$ cat src/conv_pkg.sv
package conv_pkg;

	////////////////////////////////////////////////////////////////////////////
	// layer geometry
	localparam int img_w     = 8;
	localparam int img_h     = 8;
	localparam int ksize     = 3;
	localparam int num_taps  = 9;
	localparam int num_units = 2;

	// data widths
	localparam int pix_w  = 8;                  // unsigned pixel
	localparam int coef_w = 16;                 // signed weight / bias
	localparam int acc_w  = 32;                 // signed result
	localparam int prod_w = pix_w + 1 + coef_w; // zero-extended pixel times weight

	// counters and host addressing
	localparam int col_w       = 3;
	localparam int row_w       = 3;
	localparam int tap_w       = 4;
	localparam int axi_addr_w  = 12;
	localparam int axi_data_w  = 32;
	localparam int word_addr_w = axi_addr_w - 2; // byte address minus low two bits

	localparam logic [1:0] resp_okay   = 2'b00;
	localparam logic [1:0] resp_slverr = 2'b10;

	////////////////////////////////////////////////////////////////////////////
	// coefficient word index, top bit picks weight or bias region
	typedef struct packed {
		logic             region; // 0
		logic             unit;
		logic [3:0]       pad;
		logic [tap_w-1:0] tap;
	} coef_weight_t;

	typedef struct packed {
		logic       region; // 1
		logic       unit;
		logic [7:0] pad;
	} coef_bias_t;

	typedef union packed {
		coef_weight_t weight;
		coef_bias_t   bias;
	} coef_addr_u;

endpackage
$ cat src/conv_unit.sv
module conv_unit #(
	parameter int unit_id = 0
) (
	input  logic                                         clk,
	input  logic                                         rst_n,
	input  logic                                         coef_we,
	input  logic                                         coef_bias_sel,
	input  logic [conv_pkg::tap_w-1:0]                   coef_tap,
	input  logic [conv_pkg::coef_w-1:0]                  coef_data,
	input  logic                                         win_valid,
	input  logic [conv_pkg::num_taps*conv_pkg::pix_w-1:0] win_taps,
	output logic                                         res_valid,
	output logic [conv_pkg::acc_w-1:0]                   res_data
);

	logic signed [conv_pkg::coef_w-1:0] weight [conv_pkg::num_taps];
	logic signed [conv_pkg::coef_w-1:0] bias;
	logic signed [conv_pkg::prod_w-1:0] prod   [conv_pkg::num_taps];
	logic signed [conv_pkg::acc_w-1:0]  sum_c;
	logic signed [conv_pkg::acc_w-1:0]  sum_q;
	logic signed [conv_pkg::acc_w-1:0]  relu_q;
	logic                               v1;
	logic                               v2;
	logic                               v3;

	if (unit_id < 0 || unit_id >= conv_pkg::num_units) begin : g_bad_id
		$error("conv_unit: unit_id %0d outside 0..%0d", unit_id, conv_pkg::num_units - 1);
	end

	////////////////////////////////////////////////////////////////////////////
	// coefficient store
	always_ff @(posedge clk or negedge rst_n) begin
		if (!rst_n) begin
			for (int t = 0; t < conv_pkg::num_taps; t++)
				weight[t] <= '0;
			bias <= '0;
		end else if (coef_we) begin
			if (coef_bias_sel) begin
				bias <= coef_data;
			end else begin
				for (int t = 0; t < conv_pkg::num_taps; t++) begin
					if (coef_tap == conv_pkg::tap_w'(t))
						weight[t] <= coef_data;
				end
			end
		end
	end

	always_comb begin
		sum_c = bias; // sign-extended
		for (int t = 0; t < conv_pkg::num_taps; t++)
			sum_c = sum_c + prod[t];
	end

	////////////////////////////////////////////////////////////////////////////
	// multiply, sum, relu
	always_ff @(posedge clk) begin
		if (win_valid) begin
			for (int t = 0; t < conv_pkg::num_taps; t++) begin
				prod[t] <= $signed({1'b0, win_taps[t*conv_pkg::pix_w +: conv_pkg::pix_w]})
					* weight[t];
			end
		end
		if (v1)
			sum_q <= sum_c;
		if (v2)
			relu_q <= sum_q[conv_pkg::acc_w-1] ? '0 : sum_q; // clamp negatives
	end

	always_ff @(posedge clk or negedge rst_n) begin
		if (!rst_n) begin
			v1 <= 1'b0;
			v2 <= 1'b0;
			v3 <= 1'b0;
		end else begin
			v1 <= win_valid;
			v2 <= v1;
			v3 <= v2;
		end
	end

	assign res_valid = v3;
	assign res_data  = relu_q;

endmodule

$ cat config.mk
export PLATFORM = sky130hd
export DESIGN_NAME = conv_unit
export DESIGN_NICKNAME = d
export VERILOG_FILES = /design/src/conv_pkg.sv /design/src/conv_unit.sv
export SDC_FILE = /design/constraint.sdc
export NUM_CORES = 2
export LEC_CHECK = 0
export BUFFER_PORTS_ARGS = -buffer_cell sky130_fd_sc_hd__buf_2
export CAP_MARGIN = 0
export CORE_ASPECT_RATIO = 0.75
export CORE_MARGIN = 3
export CORE_UTILIZATION = 60
export CTS_CLUSTER_DIAMETER = 50
export DETAILED_ROUTE_END_ITERATION = 16
export MAX_ROUTING_LAYER = met4
export PLACE_DENSITY = 0.77
export SYNTH_ARGS = -nofsm -noshare
export SYNTH_HDL_FRONTEND = slang
export SYNTH_SLANG_ARGS = --single-unit
$ cat constraint.sdc
create_clock -name clk -period 6.45 [get_ports clk]
set_input_delay 0.9675 -clock clk [delete_from_list [all_inputs] [get_ports clk]]
set_output_delay 0.9675 -clock clk [all_outputs]
set_load 0.005 [all_outputs]
# After elaboration in Yosys (flattened, before gate mapping)
# Memories as Yosys holds them, arrays and structs flattened.
# Index checks and enable logic that the tools add are counted.
dict set report word_totals {
  word_cells 57
  ramBits 225
  in_bits 97
  n_memories 1
  output_inout_bits 33
  regBits 227
}
# name words width read_ports rd_ports_with_merged_regs wr line_no
set memory_table {}
lappend memory_table {prod 9 25 9 0 9 conv_unit.sv:18} ;# logic signed [conv_pkg::prod_w-1:0] prod [conv_pkg::num_taps];
dict set report classes {
  n_mul 9
  eq_ne 8
  n_mux 2
  bitwise 1
  reduce_logical 11
  add_sub_neg 9
}
# cell count
set ops {}
lappend ops {{9-bit by 16-bit multiplier with 25-bit output} 9}
lappend ops {{32-bit by 25-bit adder with 32-bit output} 2}
lappend ops {{31-bit by 25-bit adder with 32-bit output} 1}
lappend ops {{30-bit by 25-bit adder with 31-bit output} 1}
lappend ops {{29-bit by 25-bit adder with 30-bit output} 1}
lappend ops {{28-bit by 25-bit adder with 29-bit output} 1}
lappend ops {{27-bit by 25-bit adder with 28-bit output} 1}
lappend ops {{26-bit by 25-bit adder with 27-bit output} 1}
lappend ops {{3-bit AND reduction} 9}
lappend ops {{16-bit by 25-bit adder with 26-bit output} 1}
lappend ops {{4-bit by 3-bit equality test with 1-bit output, second input constant} 4}
lappend ops {{4-bit by 2-bit equality test with 1-bit output, second input constant} 2}
lappend ops {{4-bit by 1-bit equality test with 1-bit output, second input constant} 1}
lappend ops {{4-bit equality test, second input constant} 1}
lappend ops {{4-bit zero test} 1}
lappend ops {{1-bit 2-to-1 mux} 2}
lappend ops {{2-bit AND reduction} 1}
lappend ops {{1-bit NOT} 1}

# Logic depth before layout (Yosys ltp)
dict set report logic_depth {
  ltp_word 9
  mapped_depth 19
}

# Worst setup path after synthesis
# No wires, ideal clock.
dict set report synth_path {
  path_kind {input -> register}
  startpoint {input port win_taps[17] in the netlist's numbering}
  endpoint {memory prod[0][71] in the netlist's numbering (data pin)}
  setup_slack_ps 811
  arrival_ps 5367
  setup_ps 272
  n_path_buf 1
  path_stages 17
  required_time_ps 6178
  path_cell_list {clkbuf_1 > nand2_1 > fa_1 > inv_1 > fa_1 > inv_1 > fa_1 > inv_1 > fa_1 > ha_1 > a21o_1 > a21o_1 > a221o_1 > a21oi_4 > o21a_4 > nor4_2 > or4_1}
}
# element line_no
set synth_rtl {}
lappend synth_rtl {{start, declared} conv_unit.sv:11} ;# input logic [conv_pkg::num_taps*conv_pkg::pix_w-1:0] win_taps,
lappend synth_rtl {{end, declared} conv_unit.sv:18}

==> results.yml <==
outcome:
  status: "finished clean"
finish:
  nNetsFinal: 8005
  register_area_sq_um: 12700
  syn_to_final_growth_pct: 7.32
  fillers: 8211
  drive_gt1_share_pct: 7.33
  multi_input_area_sq_um: 44300
synthesis:
  synth_edf_count: 288
  synth.top_cell.area_share_pct: 35.6
  synth_common_cells: "inv_1 (1500), fa_1 (1123), and2_1 (737)"
  yosysSeqAreaShare_pct: 20.1
  avgSynthCellArea_sq_um: 10.2
  synth_area_leaders: "fa_1 (36%), edfxtp_1 (14%), ha_1 (9.6%)"
  syn_nets: 7926
  netlist_instances: 6222
  ys_async_sr_fraction_pct: 36.1
  ys_types: 88
  synth_ff_type: "edfxtp_1"
  synth.cell_area_sq_um: 63200
  yosysWarnings: 0
  yosys.area.top_type: "fa_1"
  synth_seq_cells: 451
  yosys.cell_count.top_type: "inv_1"
clock_network:
  cts_tree: "built"
  cts_setup_buffers: 0
  clk_latency_ns: 0.67
  hold_buffers: 0
  cts_buffer_depth: 3
  htreeDepth: 3
  path_clk_slew_ns: 0.06
  cts.repair.resized: 0
  numCtsBuffers: 70
  clock_sinks: 451
  cts_root_buf: "clkbuf_16"
worst_setup_path:
  critPathRequiredTime_ns: 6.84
  timing.rr.start: "prod[0][126]"
  worstSetupStartpoint: "prod[0][126]"
  crit_path_start_kind: "register"
  path_max_fanout: 3
  path_class: "register to register"
  arrival_ns: 6.09
  crit_path_end_kind: "register"
sta:
  slew_headroom_pct: 26.4
  maxSlewViolCount: 0
  finalCritPeriodShare_pct: 88.5
  finClkSkew_ns: 0.0265
  fmax_mhz: 175
  final.setup.tns_ns: 0
  rsz0062_at_grt: "false"
  period_needed_ns: 5.71
  worst_slew_pin_slew_ns: 1.10
  finalHoldViolations: 0
  finalSetupViolations: 0
drt:
  drc_errors: 0
  firstDrtPassIters: 6
  totalWireLength_mm: 162
  via_per_inst: 5.56
  num_vias: 43263
  postRouteAntennaNets: 0
  drt_iter0_drc: 3746
  routedWlPerCell_um: 20.8
global_route:
  grt_usage_pct: 31.7
  antenna_found_initial: 17
  grt_pass1_vias: 45110
  overflow: 0
  grt_max_degree: 121
  grt_pass1_wl_mm: 257
floorplan:
  die_area_sq_um: 109000
  io_pins: 130
  core-area_sq_um: 104000
  start_util_pct: 60.8
  die_y_um: 287
  core.rowCount: 102
  die_w_um: 381
placed_design:
  io_buffers: 128
  gp_congestion: 1.04
  dpl.hpwl_mm: 128
min_path:
  hold_path.class: "input pin to async pin"
job:
  maxCapViolations: 0
-- per-stage QoR --
stage	cells	setup WS (ns)	area, sq um	util (%)	hold slack [ns]
final	7788	0.743	67800	65.3	0.280
after CTS	7763	0.840	67700	65.2	0.265
after floorplan	6222	0.811	63200	-	0.479
after global routing	7777	0.565	67800	65.2	0.286
after global placement	7633	0.581	65200	62.7	0.487
after detailed placement	7633	0.536	65200	62.7	0.496
-- cells in the final DEF, fill, tap and decap left out, types with 9 or more instances in the layout --
cell type and count:
o2111ai_1 9, o21bai_1 21, and3_1 14, nor2_1 139
nand2_1 502, o31ai_1 12, diode_2 25, a211oi_1 19
o211ai_1 19, o21ai_0 104, xnor2_1 160, or2_2 13
dfrtp_1 163, a21o_1 59, inv_6 12, nand2b_1 23
xor2_1 39, fa_1 1123, and2_1 737, nand3_1 42
clkbuf_16 72, buf_2 126, mux2_2 161, nand4_1 16
or3_1 13, o21a_1 53, ha_1 484, inv_1 1500
a21oi_1 141, edfxtp_1 288, nor2b_1 64, a31oi_1 14
nor3_1 33
-- layout make-up --
class	count	area share [%]
diodes	25	0.0923
clock buffers	78	2.74
clock inverters	52	1.03
inverters	1500	8.31
multi-input cells	4143	65.4
flip-flops and latches	451	18.8
well taps	1404	2.59
repair buffers	135	1.09
-- per-layer routing --
layer / routed length, um / track usage (%) / up-vias
met4: 4710 / 9.39 / 0
met2: 72900 / 46.4 / 1690
met5: 0 / - / -
li1: - / - / 19291
met1: 69200 / 44.7 / 22031
met3: 15300 / 7.09 / 251
-- logic make-up (layout without fill, tap and decap cells) --
kind of cell / count (synthesis) / count (layout) / synth area share [%]
compound gates: 534 / 534 / 5.62
flops: 451 / 451 / 20.1
xor+xnor: 199 / 199 / 2.76
mux: 165 / 165 / 2.93
fa+ha+maj: 1607 / 1607 / 45.2
other cells: 1 / 26 / 0.00594
simple gates: 1637 / 1637 / 13.7
buf+inv: 1628 / 1765 / 9.69
-- worst max-delay path, stage by stage (launching register included) --
cell      delay (ns)
edfxtp_1        0.43
fa_1            0.54
fa_1            0.53
fa_1            0.60
inv_1           0.07
fa_1            0.50
inv_1           0.07
fa_1            0.48
ha_1            0.33
a211oi_1        0.25
nor2_1          0.15
o31ai_1         0.46
o211ai_1        0.21
a21oi_1         0.45
nor2_1          0.15
xor2_1          0.20
-- path summary, 6_finish.rpt --
| check | endpoint | slack, ns | cells after the start |
|---|---|---|---|
| min reg2reg | bias[13] | 0.51 | 1 |
| max reg2reg | sum_q[22] | 0.74 | 15 |
| max in group asynchronous | weight[75] | 5.09 | 2 |
| min | weight[59] | 0.28 | 1 |
| max | sum_q[22] | 0.74 | 15 |
| min in group clk | bias[13] | 0.51 | 1 |
-- flip-flops by register name, indices dropped and copies added, names as in the netlist --
register,flops
prod,225
res_valid,1
bias,16
sum_q,32
v1,1
weight,144
res_data,31
v2,1
Power is left out: the tool's default activity adds up to more than one toggle a clock period on the data nets, which glitch-free logic cannot reach.
