File: src/conv_pkg.sv
package conv_pkg;

	////////////////////////////////////////////////////////////////////////////
	// layer geometry
	localparam int img_w     = 8;
	localparam int img_h     = 8;
	localparam int ksize     = 3;
	localparam int num_taps  = 9;
	localparam int num_units = 2;

	// data widths
	localparam int pix_w  = 8;                  // unsigned pixel
	localparam int coef_w = 16;                 // signed weight / bias
	localparam int acc_w  = 32;                 // signed result
	localparam int prod_w = pix_w + 1 + coef_w; // zero-extended pixel times weight

	// counters and host addressing
	localparam int col_w       = 3;
	localparam int row_w       = 3;
	localparam int tap_w       = 4;
	localparam int axi_addr_w  = 12;
	localparam int axi_data_w  = 32;
	localparam int word_addr_w = axi_addr_w - 2; // byte address minus low two bits

	localparam logic [1:0] resp_okay   = 2'b00;
	localparam logic [1:0] resp_slverr = 2'b10;

	////////////////////////////////////////////////////////////////////////////
	// coefficient word index, top bit picks weight or bias region
	typedef struct packed {
		logic             region; // 0
		logic             unit;
		logic [3:0]       pad;
		logic [tap_w-1:0] tap;
	} coef_weight_t;

	typedef struct packed {
		logic       region; // 1
		logic       unit;
		logic [7:0] pad;
	} coef_bias_t;

	typedef union packed {
		coef_weight_t weight;
		coef_bias_t   bias;
	} coef_addr_u;

endpackage
File: src/axil_coef_port.sv
module axil_coef_port (
	input  logic                              clk,
	input  logic                              rst_n,
	input  logic                              awvalid,
	output logic                              awready,
	input  logic [conv_pkg::axi_addr_w-1:0]   awaddr,
	input  logic                              wvalid,
	output logic                              wready,
	input  logic [conv_pkg::axi_data_w-1:0]   wdata,
	output logic                              bvalid,
	output logic [1:0]                        bresp,
	input  logic                              bready,
	input  logic                              arvalid,
	output logic                              arready,
	input  logic [conv_pkg::axi_addr_w-1:0]   araddr,
	output logic                              rvalid,
	output logic [conv_pkg::axi_data_w-1:0]   rdata,
	output logic [1:0]                        rresp,
	input  logic                              rready,
	output logic [conv_pkg::num_units-1:0]    coef_we,
	output logic                              coef_bias_sel,
	output logic [conv_pkg::tap_w-1:0]        coef_tap,
	output logic [conv_pkg::coef_w-1:0]       coef_data
);

	conv_pkg::coef_addr_u          aw_word;  // held word index
	logic [conv_pkg::coef_w-1:0]   w_coef;   // held coefficient
	logic                          aw_held;
	logic                          w_held;
	logic                          wr_fire;
	logic                          addr_ok;
	logic                          unit_sel;

	assign awready = !aw_held; // low until B is taken
	assign wready  = !w_held;
	assign arready = !rvalid;
	assign wr_fire = aw_held && w_held && !bvalid;

	////////////////////////////////////////////////////////////////////////////
	// address decode, view chosen by the region bit
	always_comb begin
		unit_sel = aw_word.weight.unit; // same position in both views
		if (aw_word.bias.region) begin
			addr_ok = 1'b1;
		end else begin
			addr_ok = aw_word.weight.tap < conv_pkg::tap_w'(conv_pkg::num_taps);
		end
	end

	assign coef_bias_sel = aw_word.bias.region;
	assign coef_tap      = aw_word.weight.tap;
	assign coef_data     = w_coef;

	// channel payloads, stable while the response is pending
	always_ff @(posedge clk) begin
		if (awvalid && awready)
			aw_word <= awaddr[conv_pkg::axi_addr_w-1:2];
		if (wvalid && wready)
			w_coef <= wdata[conv_pkg::coef_w-1:0];
	end

	////////////////////////////////////////////////////////////////////////////
	// write channel state
	always_ff @(posedge clk or negedge rst_n) begin
		if (!rst_n) begin
			aw_held <= 1'b0;
			w_held  <= 1'b0;
			bvalid  <= 1'b0;
			bresp   <= conv_pkg::resp_okay;
			coef_we <= '0;
		end else begin
			coef_we <= '0; // single-cycle strobe
			if (awvalid && awready)
				aw_held <= 1'b1;
			if (wvalid && wready)
				w_held <= 1'b1;
			if (wr_fire) begin
				bvalid <= 1'b1;
				bresp  <= addr_ok ? conv_pkg::resp_okay : conv_pkg::resp_slverr;
				for (int i = 0; i < conv_pkg::num_units; i++) begin
					coef_we[i] <= addr_ok && (unit_sel == 1'(i));
				end
			end else if (bvalid && bready) begin
				bvalid  <= 1'b0;
				aw_held <= 1'b0;
				w_held  <= 1'b0;
			end
		end
	end

	////////////////////////////////////////////////////////////////////////////
	// read channel, nothing is readable
	always_ff @(posedge clk or negedge rst_n) begin
		if (!rst_n) begin
			rvalid <= 1'b0;
		end else if (arvalid && arready) begin
			rvalid <= 1'b1;
		end else if (rvalid && rready) begin
			rvalid <= 1'b0;
		end
	end

	assign rdata = '0;
	assign rresp = conv_pkg::resp_slverr;

endmodule

File: config.mk
export PLATFORM = sky130hd
export DESIGN_NAME = axil_coef_port
export DESIGN_NICKNAME = d
export VERILOG_FILES = /design/src/conv_pkg.sv /design/src/axil_coef_port.sv
export SDC_FILE = /design/constraint.sdc
export NUM_CORES = 1
export LEC_CHECK = 0
export ABC_AREA = 0
export BUFFER_PORTS_ARGS = -buffer_cell sky130_fd_sc_hd__buf_2
export CAP_MARGIN = 20
export CELL_PAD_IN_SITES_DETAIL_PLACEMENT = 0
export CELL_PAD_IN_SITES_GLOBAL_PLACEMENT = 1
export CORE_ASPECT_RATIO = 0.9
export CORE_UTILIZATION = 26
export CTS_CLUSTER_DIAMETER = 50
export DETAILED_ROUTE_END_ITERATION = 8
export HOLD_SLACK_MARGIN = 0.03
export PLACE_DENSITY_LB_ADDON = 0.1
export SYNTH_ARGS = -nofsm -noshare
export SYNTH_HDL_FRONTEND = slang
export SYNTH_SLANG_ARGS = --single-unit
File: constraint.sdc
create_clock -name clk -period 4.9 [get_ports clk]
set_input_delay 0.245 -clock clk [delete_from_list [all_inputs] [get_ports clk]]
set_output_delay 0.245 -clock clk [all_outputs]
set_load 0.05 [all_outputs]
* Word-level counts from Yosys, hierarchy flattened *
Cells that the tools add are included.

storage, ports and cells
  register bits after elaboration = 34
  bits of input ports = 63
  output and inout bits = 64

operators by class
  magnitude comparators = 1
  muxes and demuxes = 13
  bitwise operators = 1
  reduce and logical (&&, ||, !) cells = 15

operators by type and width
  operator                                    number
  1-bit two-way mux                           11
  1-bit logical AND                           9
  1-bit logical NOT                           4
  4-bit < comparator (second input constant)  1
  2-bit two-way mux                           2
  2-bit nonzero test                          2
  1-bit inverter                              1

* Logic depth before layout (Yosys ltp) *
  word-level depth = 5
  depth in mapped cells = 3

* Worst setup path after synthesis *
OpenSTA, ideal clock, no wires.

  path type = register -> register
  start point = reg w_held
  end point = reg w_coef (netlist bit coef_data[0]) (enable)
  arrival time = 1.158 ns
  required time = 4.510 ns
  path slack = 3.351 ns
  cell stages (with the launch flop) = 2
  buffers on the path = 0
  clock period less this slack = 1.549 ns
  cells stage by stage = dfrtp_1 -> nor2b_1

between the ends
  longest elaborated chain between the ends = 2

ends and longest elaborated chain
  element                   line                  text
  start: declaration        axil_coef_port.sv:29  logic w_held;
  start signal: assignment  axil_coef_port.sv:67  w_held <= 1'b0;
  start signal: assignment  axil_coef_port.sv:76  w_held <= 1'b1;
  start signal: assignment  axil_coef_port.sv:86  w_held <= 1'b0;
  1-bit logical NOT         axil_coef_port.sv:35  assign wready = !w_held;
  1-bit logical AND         axil_coef_port.sv:58  if (wvalid && wready)
  end signal: assignment    axil_coef_port.sv:59  w_coef <= wdata[conv_pkg::coef_w-1:0];
  end: declaration          axil_coef_port.sv:27  logic [conv_pkg::coef_w-1:0] w_coef;

Every way passes these cells.
A chain may end at the register's enable or synchronous reset.

* Worst setup path in the final report *
  start point = reg w_held
  end point = out wready

between the ends
  longest elaborated chain between the ends = 1

ends and longest elaborated chain
  element            line                  text
  1-bit logical NOT  axil_coef_port.sv:35
  end: declaration   axil_coef_port.sv:8   output logic wready,

Every way passes these cells.

==> flow_summary.ini <==
[detailed_routing]
drc = 0
ant_nets = 0
first_pass_iters = 4
via_count = 730
drt-initial-drc-count = 14
met2WireLength_um = 1050
met1_length_um = 763
dr_wl_met3_um = 199
top_layer_used = met4
wl_per_cell_um = 9.61
via_per_inst = 3.44
totalWireLength_um = 2040

[floorplanning]
die_w_um = 75.2
die_area_mm2 = 0.00511
io_pins = 127
core_mm2 = 0.00455
fp.dieH_um = 67.9
start_util_pct = 27.6
fp-row-count = 23

[clock_tree]
cts_resized = 0
cts_made_buffers = 5
clockBufferDepth = 2
clk-insertion-delay-late_ns = 0.27
clock_sinks = 29
htree_levels = 2
ctsRootBufferMaster = clkbuf_8
cts.clk_slew.worst_paths_ns = 0.06
post_cts_buffers = 0
cts_tree = done

[timing]
finalHoldViolCount = 0
slew_headroom_pct = 64.2
clock.fmax_ghz = 0.801
tightest_slew_ns = 0.537
finalCriticalPeriod_ns = 1.25
slew_viol_final = 0
finalClockSkew_ns = 0.00311
setup_violations = 0
grt_setup_unrepaired = no
finalSetupTns_ns = 0
fin_crit_sh_pct = 25.5

[critical_path]
crit_required_ns = 4.66
cpPeakStageDelay_ns = 0.42
cp_max_fo = 4
r2r-end = aw_word[8]
crit_type = flip-flop to output port
r2r_cells = 1
critPathLaunchType = flip-flop
end_kind = output port
cp_cell_sequence = inv_1, buf_2
cp_slowest_cell = dfrtp_1
cp-endpoint = wready
crit_start = w_held
worstPathArrival_ns = 1.00
r2r_start = aw_held
r2r_slack_ns = 3.67

[synthesis]
syn_area_mm2 = 0.00125
synth-seq-cells = 29
ys_top_cells_by_area = edfxtp_1 (53%), buf_4 (23%), dfrtp_1 (14%)
yosysSeqAreaShare_pct = 66.6
yosysTopAreaCellShare_pct = 52.6
synth_area_per_cell_um2 = 14.1
synth_ff_type = edfxtp_1
synth-edff-count = 22
synth_cells = 89
synthArstFlopShare_pct = 24.1
synth_warnings = 0
yosys-top-cells-count = buf_4 (39), edfxtp_1 (22), dfrtp_1 (7)
synth_most_common_cell = buf_4
yosysTopAreaCell = edfxtp_1
yosysUniqueCellTypes = 15

[placed_design]
dp_hpwl_um = 1600
routabilityCongestion = 0.628
dp.cells = 203
portBuffers = 57

[cells_and_area]
n_antenna_cell = 0
fillers = 497
final_net_count = 212
area_growth_pct = 24.1
layout-drive-gt1-share_pct = 46.0
stdcell_count = 212

[global_route]
grt_pass1_vias = 571
grt_use_total_pct = 8.23
grt_pass1_wl_um = 2770
antenna_found_initial = 0
gr-total-overflow = 0
grt_max_degree = 17

[job]
drv_cap = 0

[pwr]
p_per_area_mw_per_mm2 = 543
max-vdd-ir-drop_v = 0.000241
p_leak_nw = 0.750

[status]
status = completed

[min_path]
hold_path_class = input port to flip-flop
## state kept, by name, indices dropped and copies added (netlist names)
register and count:
aw_held 1, aw_word 6, bresp 1, bvalid 1, coef_data 16, coef_we 2
rvalid 1, w_held 1
## logic make-up (layout without fill, tap and decap cells)
logic type / after synthesis / after routing / synth area share (%)
buffers and inverters: 43 / 71 / 24.5
multiplexers: 1 / 1 / 1.20
other: 2 / 35 / 0.598
flip-flops: 29 / 29 / 66.6
AND/OR/NAND/NOR: 10 / 10 / 5.48
AO/OA/AOI/OAI: 4 / 4 / 1.59
## per-layer routing
layer / global-route usage [%] / vias to the layer above
li1: - / 340
met1: 9.16 / 331
met2: 12.3 / 57
met3: 4.27 / 2
met4: 5.56 / 0
met5: 0 / -
## how the worst min path moves through the flow
stage                from             to  cells past startpoint
2_1_floorplan       rst_n        aw_held                      0
3_3_place_gp        rst_n     coef_we[1]                      1
3_5_place_dp        rst_n         rvalid                      1
4_1_cts         awaddr[5]     aw_word[3]                      1
5_1_grt        awaddr[11]     aw_word[9]                      1
6_report        wdata[12]  coef_data[12]                      1
## through the flow
step / util, % / hold slack (ns) / power, mW / instance area (um2) / setup WS [ns]
floorplan: - / -0.0506 / 0.618 / 1380 / 3.35
global placement: 32.0 / 0.0914 / 0.656 / 1460 / 3.69
detailed placement: 32.0 / 0.0948 / 0.658 / 1460 / 3.66
CTS: 34.3 / 0.128 / 0.860 / 1560 / 3.63
global route: 34.3 / 0.124 / 0.891 / 1560 / 3.58
finish: 34.3 / 0.142 / 0.846 / 1560 / 3.65
## final cells by class
| cell class | instances | area (um2) | share of cell area (%) |
|---|---|---|---|
| Clock inverter | 2 | 8.76 | 0.562 |
| Tap cell | 62 | 77.6 | 4.98 |
| Timing Repair Buffer | 59 | 303 | 19.4 |
| Clock buffer | 6 | 82.6 | 5.30 |
| Inverter | 4 | 15.0 | 0.964 |
| Sequential cell | 29 | 836 | 53.7 |
| Multi-Input combinational cell | 50 | 235 | 15.1 |
## critical path, delay by kind of cell (launching register included)
| kind | cells | cell delay [ns] |
|---|---|---|
| flip-flops | 1 | 0.42 |
| buffers and inverters | 2 | 0.31 |
## power by group
group	switching, mW	internal, mW	total [mW]
sequential	0.0230	0.316	0.339
clock	0.0853	0.111	0.196
combinational	0.254	0.0568	0.311
## cell usage in the layout, fill, tap and decap left out
| cell type | synthesis | final |
|---|---|---|
| buf_2 | 0 | 57 |
| conb_1 | 2 | 35 |
| edfxtp_1 | 22 | 22 |
| dfrtp_1 | 7 | 7 |
| clkbuf_8 | 0 | 6 |
| inv_1 | 4 | 4 |
| nor2_1 | 3 | 3 |
| a21oi_1 | 3 | 3 |
| nor2b_1 | 2 | 2 |
| nor3_2 | 1 | 1 |
| nor3b_2 | 1 | 1 |
| nand3_2 | 1 | 1 |
| nor3_1 | 1 | 1 |
| nor3b_1 | 1 | 1 |
| o21ai_0 | 1 | 1 |
| mux2_4 | 1 | 1 |
| clkinv_2 | 0 | 1 |
| clkinv_1 | 0 | 1 |
| dlygate4sd3_1 | 0 | 1 |
| buf_4 | 39 | 1 |
## repair_timing
item,in CTS,in global routing
hold buffers,1,0
hold endpoints to repair,7,0
setup endpoints to repair,0,0
No activity file was read; power rests on OpenSTA's default activity.
