===== src/conv_pkg.sv =====
package conv_pkg;

	////////////////////////////////////////////////////////////////////////////
	// layer geometry
	localparam int img_w     = 8;
	localparam int img_h     = 8;
	localparam int ksize     = 3;
	localparam int num_taps  = 9;
	localparam int num_units = 2;

	// data widths
	localparam int pix_w  = 8;                  // unsigned pixel
	localparam int coef_w = 16;                 // signed weight / bias
	localparam int acc_w  = 32;                 // signed result
	localparam int prod_w = pix_w + 1 + coef_w; // zero-extended pixel times weight

	// counters and host addressing
	localparam int col_w       = 3;
	localparam int row_w       = 3;
	localparam int tap_w       = 4;
	localparam int axi_addr_w  = 12;
	localparam int axi_data_w  = 32;
	localparam int word_addr_w = axi_addr_w - 2; // byte address minus low two bits

	localparam logic [1:0] resp_okay   = 2'b00;
	localparam logic [1:0] resp_slverr = 2'b10;

	////////////////////////////////////////////////////////////////////////////
	// coefficient word index, top bit picks weight or bias region
	typedef struct packed {
		logic             region; // 0
		logic             unit;
		logic [3:0]       pad;
		logic [tap_w-1:0] tap;
	} coef_weight_t;

	typedef struct packed {
		logic       region; // 1
		logic       unit;
		logic [7:0] pad;
	} coef_bias_t;

	typedef union packed {
		coef_weight_t weight;
		coef_bias_t   bias;
	} coef_addr_u;

endpackage

===== src/window_buffer.sv =====
module window_buffer (
	input  logic                                         clk,
	input  logic                                         rst_n,
	input  logic                                         pix_valid,
	input  logic                                         pix_sof,
	input  logic [conv_pkg::pix_w-1:0]                   pix_data,
	output logic                                         win_valid,
	output logic [conv_pkg::num_taps*conv_pkg::pix_w-1:0] win_taps
);

	logic [conv_pkg::col_w-1:0] col;     // next expected position
	logic [conv_pkg::row_w-1:0] row;
	logic [conv_pkg::col_w-1:0] cur_col; // position of pix_data
	logic [conv_pkg::row_w-1:0] cur_row;

	logic [conv_pkg::pix_w-1:0] line_a [conv_pkg::img_w]; // row above
	logic [conv_pkg::pix_w-1:0] line_b [conv_pkg::img_w]; // two rows above
	logic [conv_pkg::pix_w-1:0] now_px [conv_pkg::ksize]; // current column, top first
	logic [conv_pkg::pix_w-1:0] sh1    [conv_pkg::ksize]; // one column left
	logic [conv_pkg::pix_w-1:0] sh2    [conv_pkg::ksize]; // two columns left

	assign cur_col = pix_sof ? '0 : col;
	assign cur_row = pix_sof ? '0 : row;

	assign now_px[0] = line_b[cur_col];
	assign now_px[1] = line_a[cur_col];
	assign now_px[2] = pix_data;

	assign win_valid = pix_valid
		&& (cur_col >= conv_pkg::col_w'(conv_pkg::ksize - 1))
		&& (cur_row >= conv_pkg::row_w'(conv_pkg::ksize - 1));

	// tap index is row*ksize + column, oldest first
	always_comb begin
		for (int ky = 0; ky < conv_pkg::ksize; ky++) begin
			win_taps[(ky*conv_pkg::ksize + 0)*conv_pkg::pix_w +: conv_pkg::pix_w] = sh2[ky];
			win_taps[(ky*conv_pkg::ksize + 1)*conv_pkg::pix_w +: conv_pkg::pix_w] = sh1[ky];
			win_taps[(ky*conv_pkg::ksize + 2)*conv_pkg::pix_w +: conv_pkg::pix_w] = now_px[ky];
		end
	end

	////////////////////////////////////////////////////////////////////////////
	// raster position
	always_ff @(posedge clk or negedge rst_n) begin
		if (!rst_n) begin
			col <= '0;
			row <= '0;
		end else if (pix_valid) begin
			if (cur_col == conv_pkg::col_w'(conv_pkg::img_w - 1)) begin
				col <= '0;
				if (cur_row == conv_pkg::row_w'(conv_pkg::img_h - 1))
					row <= '0;
				else
					row <= cur_row + 1'b1;
			end else begin
				col <= cur_col + 1'b1;
				row <= cur_row;
			end
		end
	end

	// line buffers and window columns
	always_ff @(posedge clk) begin
		if (pix_valid) begin
			line_b[cur_col] <= line_a[cur_col];
			line_a[cur_col] <= pix_data;
			for (int k = 0; k < conv_pkg::ksize; k++) begin
				sh2[k] <= sh1[k];
				sh1[k] <= now_px[k];
			end
		end
	end

endmodule


===== config.mk =====
export PLATFORM = sky130hd
export DESIGN_NAME = window_buffer
export DESIGN_NICKNAME = d
export VERILOG_FILES = /design/src/conv_pkg.sv /design/src/window_buffer.sv
export SDC_FILE = /design/constraint.sdc
export NUM_CORES = 1
export LEC_CHECK = 0
export BUFFER_PORTS_ARGS = -buffer_cell sky130_fd_sc_hd__buf_4
export CAP_MARGIN = 20
export CORE_UTILIZATION = 55
export CTS_BUF_LIST = sky130_fd_sc_hd__clkbuf_8 sky130_fd_sc_hd__clkbuf_16
export CTS_CLUSTER_DIAMETER = 100
export CTS_CLUSTER_SIZE = 14
export DETAILED_ROUTE_END_ITERATION = 6
export GPL_TIMING_DRIVEN = 0
export PLACE_DENSITY = 0.76
export SLEW_MARGIN = 20
export SYNTH_ARGS = -nofsm -noshare
export SYNTH_HDL_FRONTEND = slang
export SYNTH_SLANG_ARGS = --single-unit

===== constraint.sdc =====
create_clock -name clk -period 7.85 [get_ports clk]
set_clock_uncertainty 0.05 [all_clocks]
set_input_delay 0.785 -clock clk [delete_from_list [all_inputs] [get_ports clk]]
set_output_delay 0.785 -clock clk [all_outputs]
set_load 0.005 [all_outputs]

; ---- Word level (Yosys, flattened, before mapping)
; Memories as Yosys holds them, arrays and structs flattened.
; Cells that the tools add are included.
[op_classes]
addsub = 2
muxes = 7
n_eq_ne = 2
order_cmp = 2
reduce_logical = 2
[op_table]
columns = op, count
row1 = $mux W3, 5
row2 = $add A3 B1 Y3 const B, 2
row3 = $eq A3 B3 Y1 const B, 2
row4 = $ge A3 B2 Y1 const B, 2
row5 = $logic_and A1 B1 Y1, 2
row6 = $mux W1, 2
[word_totals]
ff_bits = 6
ram_bits = 176
output_inout_bits = 73
word_cells = 21
memories = 4
[memory_table]
columns = memory, depth, width, rd, rd_ports_with_merged_regs, wr, line
row1 = line_a, 8, 8, 1, 0, 1, window_buffer.sv:16  ; logic [conv_pkg::pix_w-1:0] line_a [conv_pkg::img_w];
row2 = line_b, 8, 8, 1, 0, 1, window_buffer.sv:17  ; logic [conv_pkg::pix_w-1:0] line_b [conv_pkg::img_w];
row3 = sh1, 3, 8, 3, 0, 3, window_buffer.sv:19  ; logic [conv_pkg::pix_w-1:0] sh1 [conv_pkg::ksize];
row4 = sh2, 3, 8, 3, 0, 3, window_buffer.sv:20  ; logic [conv_pkg::pix_w-1:0] sh2 [conv_pkg::ksize];

; ---- Longest topological paths before layout
; Gate-level depths: netlist (run 1).
[logic_depth]
word_depth = 4
mapped_depth = 8
mapped_depth_nobuf = 6

; ---- Worst setup path before layout (run 1)
; No wires, ideal clock.
[synth_path]
path_kind = input-to-reg
startpoint = input pix_sof
endpoint = memory line_a[1][0] in the netlist's numbering, enable pin
path_buffers = 3
setup_slack_ps = 4947
path_stages = 4
setup_ps = 409
arrival_time_ps = 2444
t_required_ps = 7391
path_cell_list = buf_2 > buf_2 > buf_2 > nor3_1
[synth_between]
elab_chain_cells = 1
[synth_lines]
columns = element, line
row1 = from (decl), window_buffer.sv:5  ; input logic pix_sof,
row2 = $mux W3, window_buffer.sv:22  ; assign cur_col = pix_sof ? '0 : col;
row3 = to (decl), window_buffer.sv:16
; Every way passes these cells.

; ---- Final worst setup path (run 1)
[layout_path]
startpoint = input pix_sof
endpoint = output win_taps[47] in the netlist's numbering
[layout_between]
elab_chain_cells = 2
[layout_lines]
columns = element, line
row1 = $mux W3, window_buffer.sv:22
row2 = $mem_v2 Z8 W8, --
row3 = to (decl), window_buffer.sv:8  ; output logic [conv_pkg::num_taps*conv_pkg::pix_w-1:0] win_taps
; Every way passes these cells.

==> impl_metrics.ini, run 1 <==
[timing]
worst_slack_ns = 4.49
timing.final.crit_share_pct = 42.8
hold_violations = 0
slew_headroom_pct = 43.4
finalSetupViolCount = 0
fmax_mhz = 297
tightest_slew_ns = 0.849
setup_tns_ns = 0
min_period_ns = 3.36
slew_viol_final = 0
rsz0062_at_grt = no

[cts]
cts_buffer_depth = 2
cts_hold_buf = 0
cts_buffers = 17
ctsHtreeMaxLevel = 4
cts_post_setup_buffers_inserted = 0
cts_tree = done
ctsResizeCount = 0
clk_latency_ns = 0.43
cts.sinks = 182
clkTransAtPathRegs_ns = 0.06
cts_root_buf = clkbuf_16

[yosys]
yosys_most_used_dff = edfxtp_1
ys_warn_count = 0
syn_area_sq_mm = 0.00706
async_reset_ff_share_pct = 3.30
postSynthCellCount = 409
seq_area_frac_synth_pct = 77.0
synthTopCellsByArea = edfxtp_1 (75%), mux2i_1 (6.2%), dfrtp_1 (2.1%)
yosys.area.top_type_share_pct = 74.8
synth-seq-cells = 182
yosysUniqueCellTypes = 35
synth_top_cell_by_area = edfxtp_1
synthTopCellsByCount = edfxtp_1 (176), mux2i_1 (44), a21oi_1 (18)
synth_edf_count = 176
syn_nets = 424
syn_avg_cell_area_sq_um = 17.3
synth.most_common_cell = edfxtp_1

[power]
finalPower_mw = 2.40
p_leak_nw = 3.32
power.density_mw_per_mm2 = 277
ir_worst_vdd_mv = 0.163

[global_route]
grt_pass1_vias = 3951
top_usage_layer = met2
gr-total-overflow = 0
grt_pass1_wl_mm = 21.3
use_met2_pct = 38.2
grt_use_met1_pct = 28.2
grt_use_met3_pct = 5.32
antenna_found_initial = 0
grtUsageTotal_pct = 22.6
grt_max_degree = 52

[worst_setup_path]
cp_common_cell = buf_2
r2r_cells = 6
r2r_end = line_b[1][1]
r2r_start = col[1]
critPathArrivalTime_ns = 2.53
path_class = in2out
cp-end-kind = primary output
worst-path-buf-inv = 5
crit_chain = buf_4 -> buf_2 -> buf_2 -> buf_2 -> a211o_1 -> a2bb2oi_1 -> buf_4
slowest_delay_ns = 0.53
worst-r2r-setup-slack_ns = 5.42
startpoint_type = input pin
cp_max_fo = 10
cpMaxStageDelayCell = a2bb2oi_1
crit_family = buffers and inverters
required_ns = 7.01

[final_layout]
nFillCells = 805
nets = 534
area_delta_synth_final_pct = 22.9
diodes = 0
final_util_pct = 69.0
layout-drive-gt1-share_pct = 30.6

[routing]
vias_per_cell = 5.68
wl_mm = 14.3
antenna_left = 0
wl_per_cell_um = 20.3
firstDrtPassIters = 5
drtIter0Drc = 323
vias = 3999
drc = 0

[floorplanning]
start_util_pct = 56.2
pin_count = 85
rows = 41
core-area_sq_mm = 0.0126
die_x_um = 115
die-area_sq_mm = 0.0133
die_y_um = 115

[job]
cap_viol_max_count = 0

[placement]
pre_cts_ws_ns = 4.52
port_buffers = 84
gp_congestion = 0.786
dp_hpwl_mm = 8.98

[min_path]
hold_path.class = in2async

[outcome]
status = complete, no violations
## cell usage in the layout (no fill, tap or decap), types with 3 or more instances in the layout
cell | netlist | routed
a21oi_1 | 18 | 18
buf_2 | 9 | 9
buf_4 | 12 | 96
buf_6 | 7 | 8
buf_8 | 0 | 6
bufinv_16 | 0 | 5
clkbuf_1 | 3 | 3
clkbuf_16 | 0 | 17
dfrtp_1 | 6 | 6
edfxtp_1 | 176 | 176
ha_1 | 3 | 3
inv_1 | 3 | 3
inv_6 | 0 | 4
mux2_2 | 4 | 4
mux2i_1 | 44 | 44
nand2_1 | 15 | 15
nand2b_1 | 15 | 15
nand3b_1 | 14 | 14
nor2_1 | 10 | 4
nor2_2 | 0 | 6
nor2b_1 | 4 | 4
o21ai_0 | 8 | 8
o21ai_1 | 8 | 8
o22ai_1 | 15 | 15
or3_1 | 14 | 14
## kinds of logic (layout without fill, tap and decap cells)
| logic type | after synthesis | after routing | share of synthesized area, % |
|---|---|---|---|
| adders and majority gates | 3 | 3 | 0.532 |
| DFF | 182 | 182 | 77.0 |
| buffers and inverters | 34 | 157 | 3.35 |
| muxes | 50 | 50 | 7.51 |
| AOI/OAI and AO/OA | 58 | 58 | 4.84 |
| and+or+nand+nor | 82 | 82 | 6.82 |
## power breakdown
part / internal (mW) / switching (mW)
Combinational: 0.135 / 0.163
Sequential: 1.15 / 0.0221
Clock: 0.568 / 0.358
## routing by layer
layer | part of all wire [%] | wire (um)
met5 | 0 | 0
met4 | 1.4 | 193
met3 | 6.3 | 895
met2 | 51 | 7350
met1 | 41 | 5850
## area by class of cell
type	instances	area, sq um	area share (%)
clock inverters	15	223	2.57
inverters	3	11.3	0.130
multi-input cells	193	1410	16.3
clock buffers	17	425	4.90
plain buffers	31	225	2.60
flip-flops and latches	182	5440	62.6
well taps	172	215	2.48
repair buffers	91	732	8.43
## per-stage QoR
step | std cells | area [sq um] | hold WS [ns]
finish | 704 | 8680 | 0.113
global route | 704 | 8680 | 0.103
CTS | 704 | 8680 | 0.0882
detailed placement | 672 | 8030 | 0.388
global placement | 665 | 7910 | 0.378
floorplan | 409 | 7060 | 0.402
## flip-flops by register name, summed over array words and instances, names as in the netlist
signal	flops
line_b	64
sh1	24
col	3
sh2	24
row	3
line_a	64
## worst max path at each step
stage | to | slack, ns | cells past startpoint | start
2_1_floorplan | line_a[1][0] | 4.95 | 4 | pix_sof
3_3_place_gp | line_a[1][4] | 3.94 | 3 | pix_valid
3_5_place_dp | win_taps[47] | 4.52 | 7 | pix_sof
4_1_cts | win_taps[47] | 4.51 | 7 | pix_sof
5_1_grt | win_taps[47] | 4.39 | 7 | pix_sof
6_report | win_taps[47] | 4.49 | 7 | pix_sof
(Power assumes the default switching activity.)
==> run 2: changes to the inputs <==
ABC_AREA = 1   (was unset)
clock period = 3.2 ns   (was 7.85 ns; I/O delays follow)
==> impl_metrics.ini, run 2 <==
[timing]
min_period_ns = 2.80
finalSetupViolCount = 0
timing.final.crit_share_pct = 87.6
worst_slack_ns = 0.397
slew_headroom_pct = 49.4
slew_viol_final = 0
rsz0062_at_grt = no
tightest_slew_ns = 0.754
hold_violations = 0
fmax_mhz = 357

[yosys]
synth.most_common_cell = nand2_1
postSynthCellCount = 640
syn_nets = 655
yosys_most_used_dff = edfxtp_1
synth_edf_count = 176
async_reset_ff_share_pct = 3.30
syn_avg_cell_area_sq_um = 11.6
synth-seq-cells = 182
seq_area_frac_synth_pct = 73.4
synth_top_cell_by_area = edfxtp_1
synthTopCellsByArea = edfxtp_1 (71%), nand2_1 (11%), nand3_1 (6.6%)
synthTopCellsByCount = nand2_1 (222), edfxtp_1 (176), nand3_1 (97)
ys_warn_count = 0
yosys.area.top_type_share_pct = 71.4
yosysUniqueCellTypes = 20
syn_area_sq_mm = 0.00741

[routing]
firstDrtPassIters = 7
vias = 5136
wl_mm = 17.3
wl_per_cell_um = 18.4
antenna_left = 0
vias_per_cell = 5.45
drtIter0Drc = 579
drc = 0

[global_route]
grt_max_degree = 52
antenna_found_initial = 0
grt_pass1_vias = 4942
grtUsageTotal_pct = 25.6
gr-total-overflow = 0
grt_pass1_wl_mm = 26.1

[floorplanning]
die-area_sq_mm = 0.0139
die_y_um = 118
start_util_pct = 56.1
pin_count = 85
die_x_um = 118
rows = 42
core-area_sq_mm = 0.0132

[final_layout]
largestRegisters = line_a: 64 flops, line_b: 64 flops
nets = 769
diodes = 0
area_delta_synth_final_pct = 20.9
final_util_pct = 67.9
final_common_cell = nand2_1
layout-drive-gt1-share_pct = 20.8
layout_common_cells = nand2_1 (222), edfxtp_1 (176), buf_4 (103)

[cts]
cts_tree = done
clkTransAtPathRegs_ns = 0.06
cts_buffers = 17
cts_post_setup_buffers_inserted = 0
clk_latency_ns = 0.42
cts_root_buf = clkbuf_16
cts.sinks = 182
ctsHtreeMaxLevel = 4
cts_buffer_depth = 2

[worst_setup_path]
path_class = reg2out
worst-r2r-setup-slack_ns = 0.80
cp-end-kind = primary output
r2r_start = col[1]
cp_max_fo = 10
startpoint_type = flip-flop
r2r_end = line_a[7][5]
r2r_cells = 6
critPathArrivalTime_ns = 2.43
required_ns = 2.83

[job]
cap_viol_max_count = 0

[placement]
gp_congestion = 0.876
pre_cts_ws_ns = 0.517
port_buffers = 84
dp_hpwl_mm = 11.1

[min_path]
min_to = line_a[1][7]
hold_path.class = in2reg
holdPathStages = 1
hp-start = pix_data[7]

[power]
p_leak_nw = 3.87
power.density_mw_per_mm2 = 620
ir_worst_vdd_mv = 0.368

[outcome]
status = complete, no violations
## run 2: report_power, final
part	internal [mW]	total (mW)	switching [mW]
Sequential	2.80	2.84	0.0397
Clock	1.14	2.00	0.859
Combinational	0.258	0.711	0.453
Total	4.20	5.55	1.35
## run 2: worst max path at each step
| stage | startpoint | slack (ns) | to | cells after the start |
|---|---|---|---|---|
| global route | col[1] | 0.32 | win_taps[46] | 7 |
| detailed placement | pix_valid | 0.52 | line_b[3][0] | 5 |
| floorplan | pix_sof | 0.72 | line_a[7][0] | 6 |
| CTS | col[1] | 0.44 | win_taps[46] | 7 |
| global placement | pix_valid | -0.74 | line_a[0][2] | 4 |
| finish | col[1] | 0.40 | win_taps[46] | 7 |
## run 2: cell type report
class,instances,area [sq um]
well taps,176,220
flip-flops and latches,182,5440
inverters,73,274
clock buffers,17,425
multi-input cells,346,1520
repair buffers,95,734
plain buffers,39,210
clock inverters,14,136
fillers,915,4240
## run 2: critical path: stages (launching register included)
cell     delay, ns
dfrtp_1       0.41
nand2_2       0.19
buf_1         0.53
nand3_1       0.17
nand2_1       0.11
nand2_1       0.05
nand2_1       0.35
buf_4         0.19
## run 2: per-layer routing
layer  wire length [um]  vias to the layer above  track usage [%]
li1                   -                     2349                -
met1               6450                     2442             31.2
met2               8710                      295             42.5
met3               1620                       50             6.01
met4                506                        0             13.4
met5                  0                        -                0
## run 2: repair_timing
| action | in CTS | in global routing |
|---|---|---|
| hold buffers | 1 | 0 |
| hold endpoints to repair | 6 | 0 |
| gates resized for setup | 0 | 0 |
## run 2: metrics by stage
stage	power [mW]	setup TNS, ns	std cells	instance area [sq um]	hold WS (ns)
5_1_grt	5.72	0	942	8950	0.0986
3_5_place_dp	3.59	0	910	8380	0.0848
2_1_floorplan	3.21	0	640	7410	-0.0256
6_report	5.55	0	942	8950	0.102
3_3_place_gp	3.55	-41.86	900	8260	0.0831
4_1_cts	5.56	0	942	8950	0.0977
## run 2: kinds of logic after synthesis
logic type	share of synthesized area, %
simple gates	18.7
flops	73.4
buf+inv	6.54
compound gates	0.642
fa+ha+maj	0.507
xor+xnor	0.237
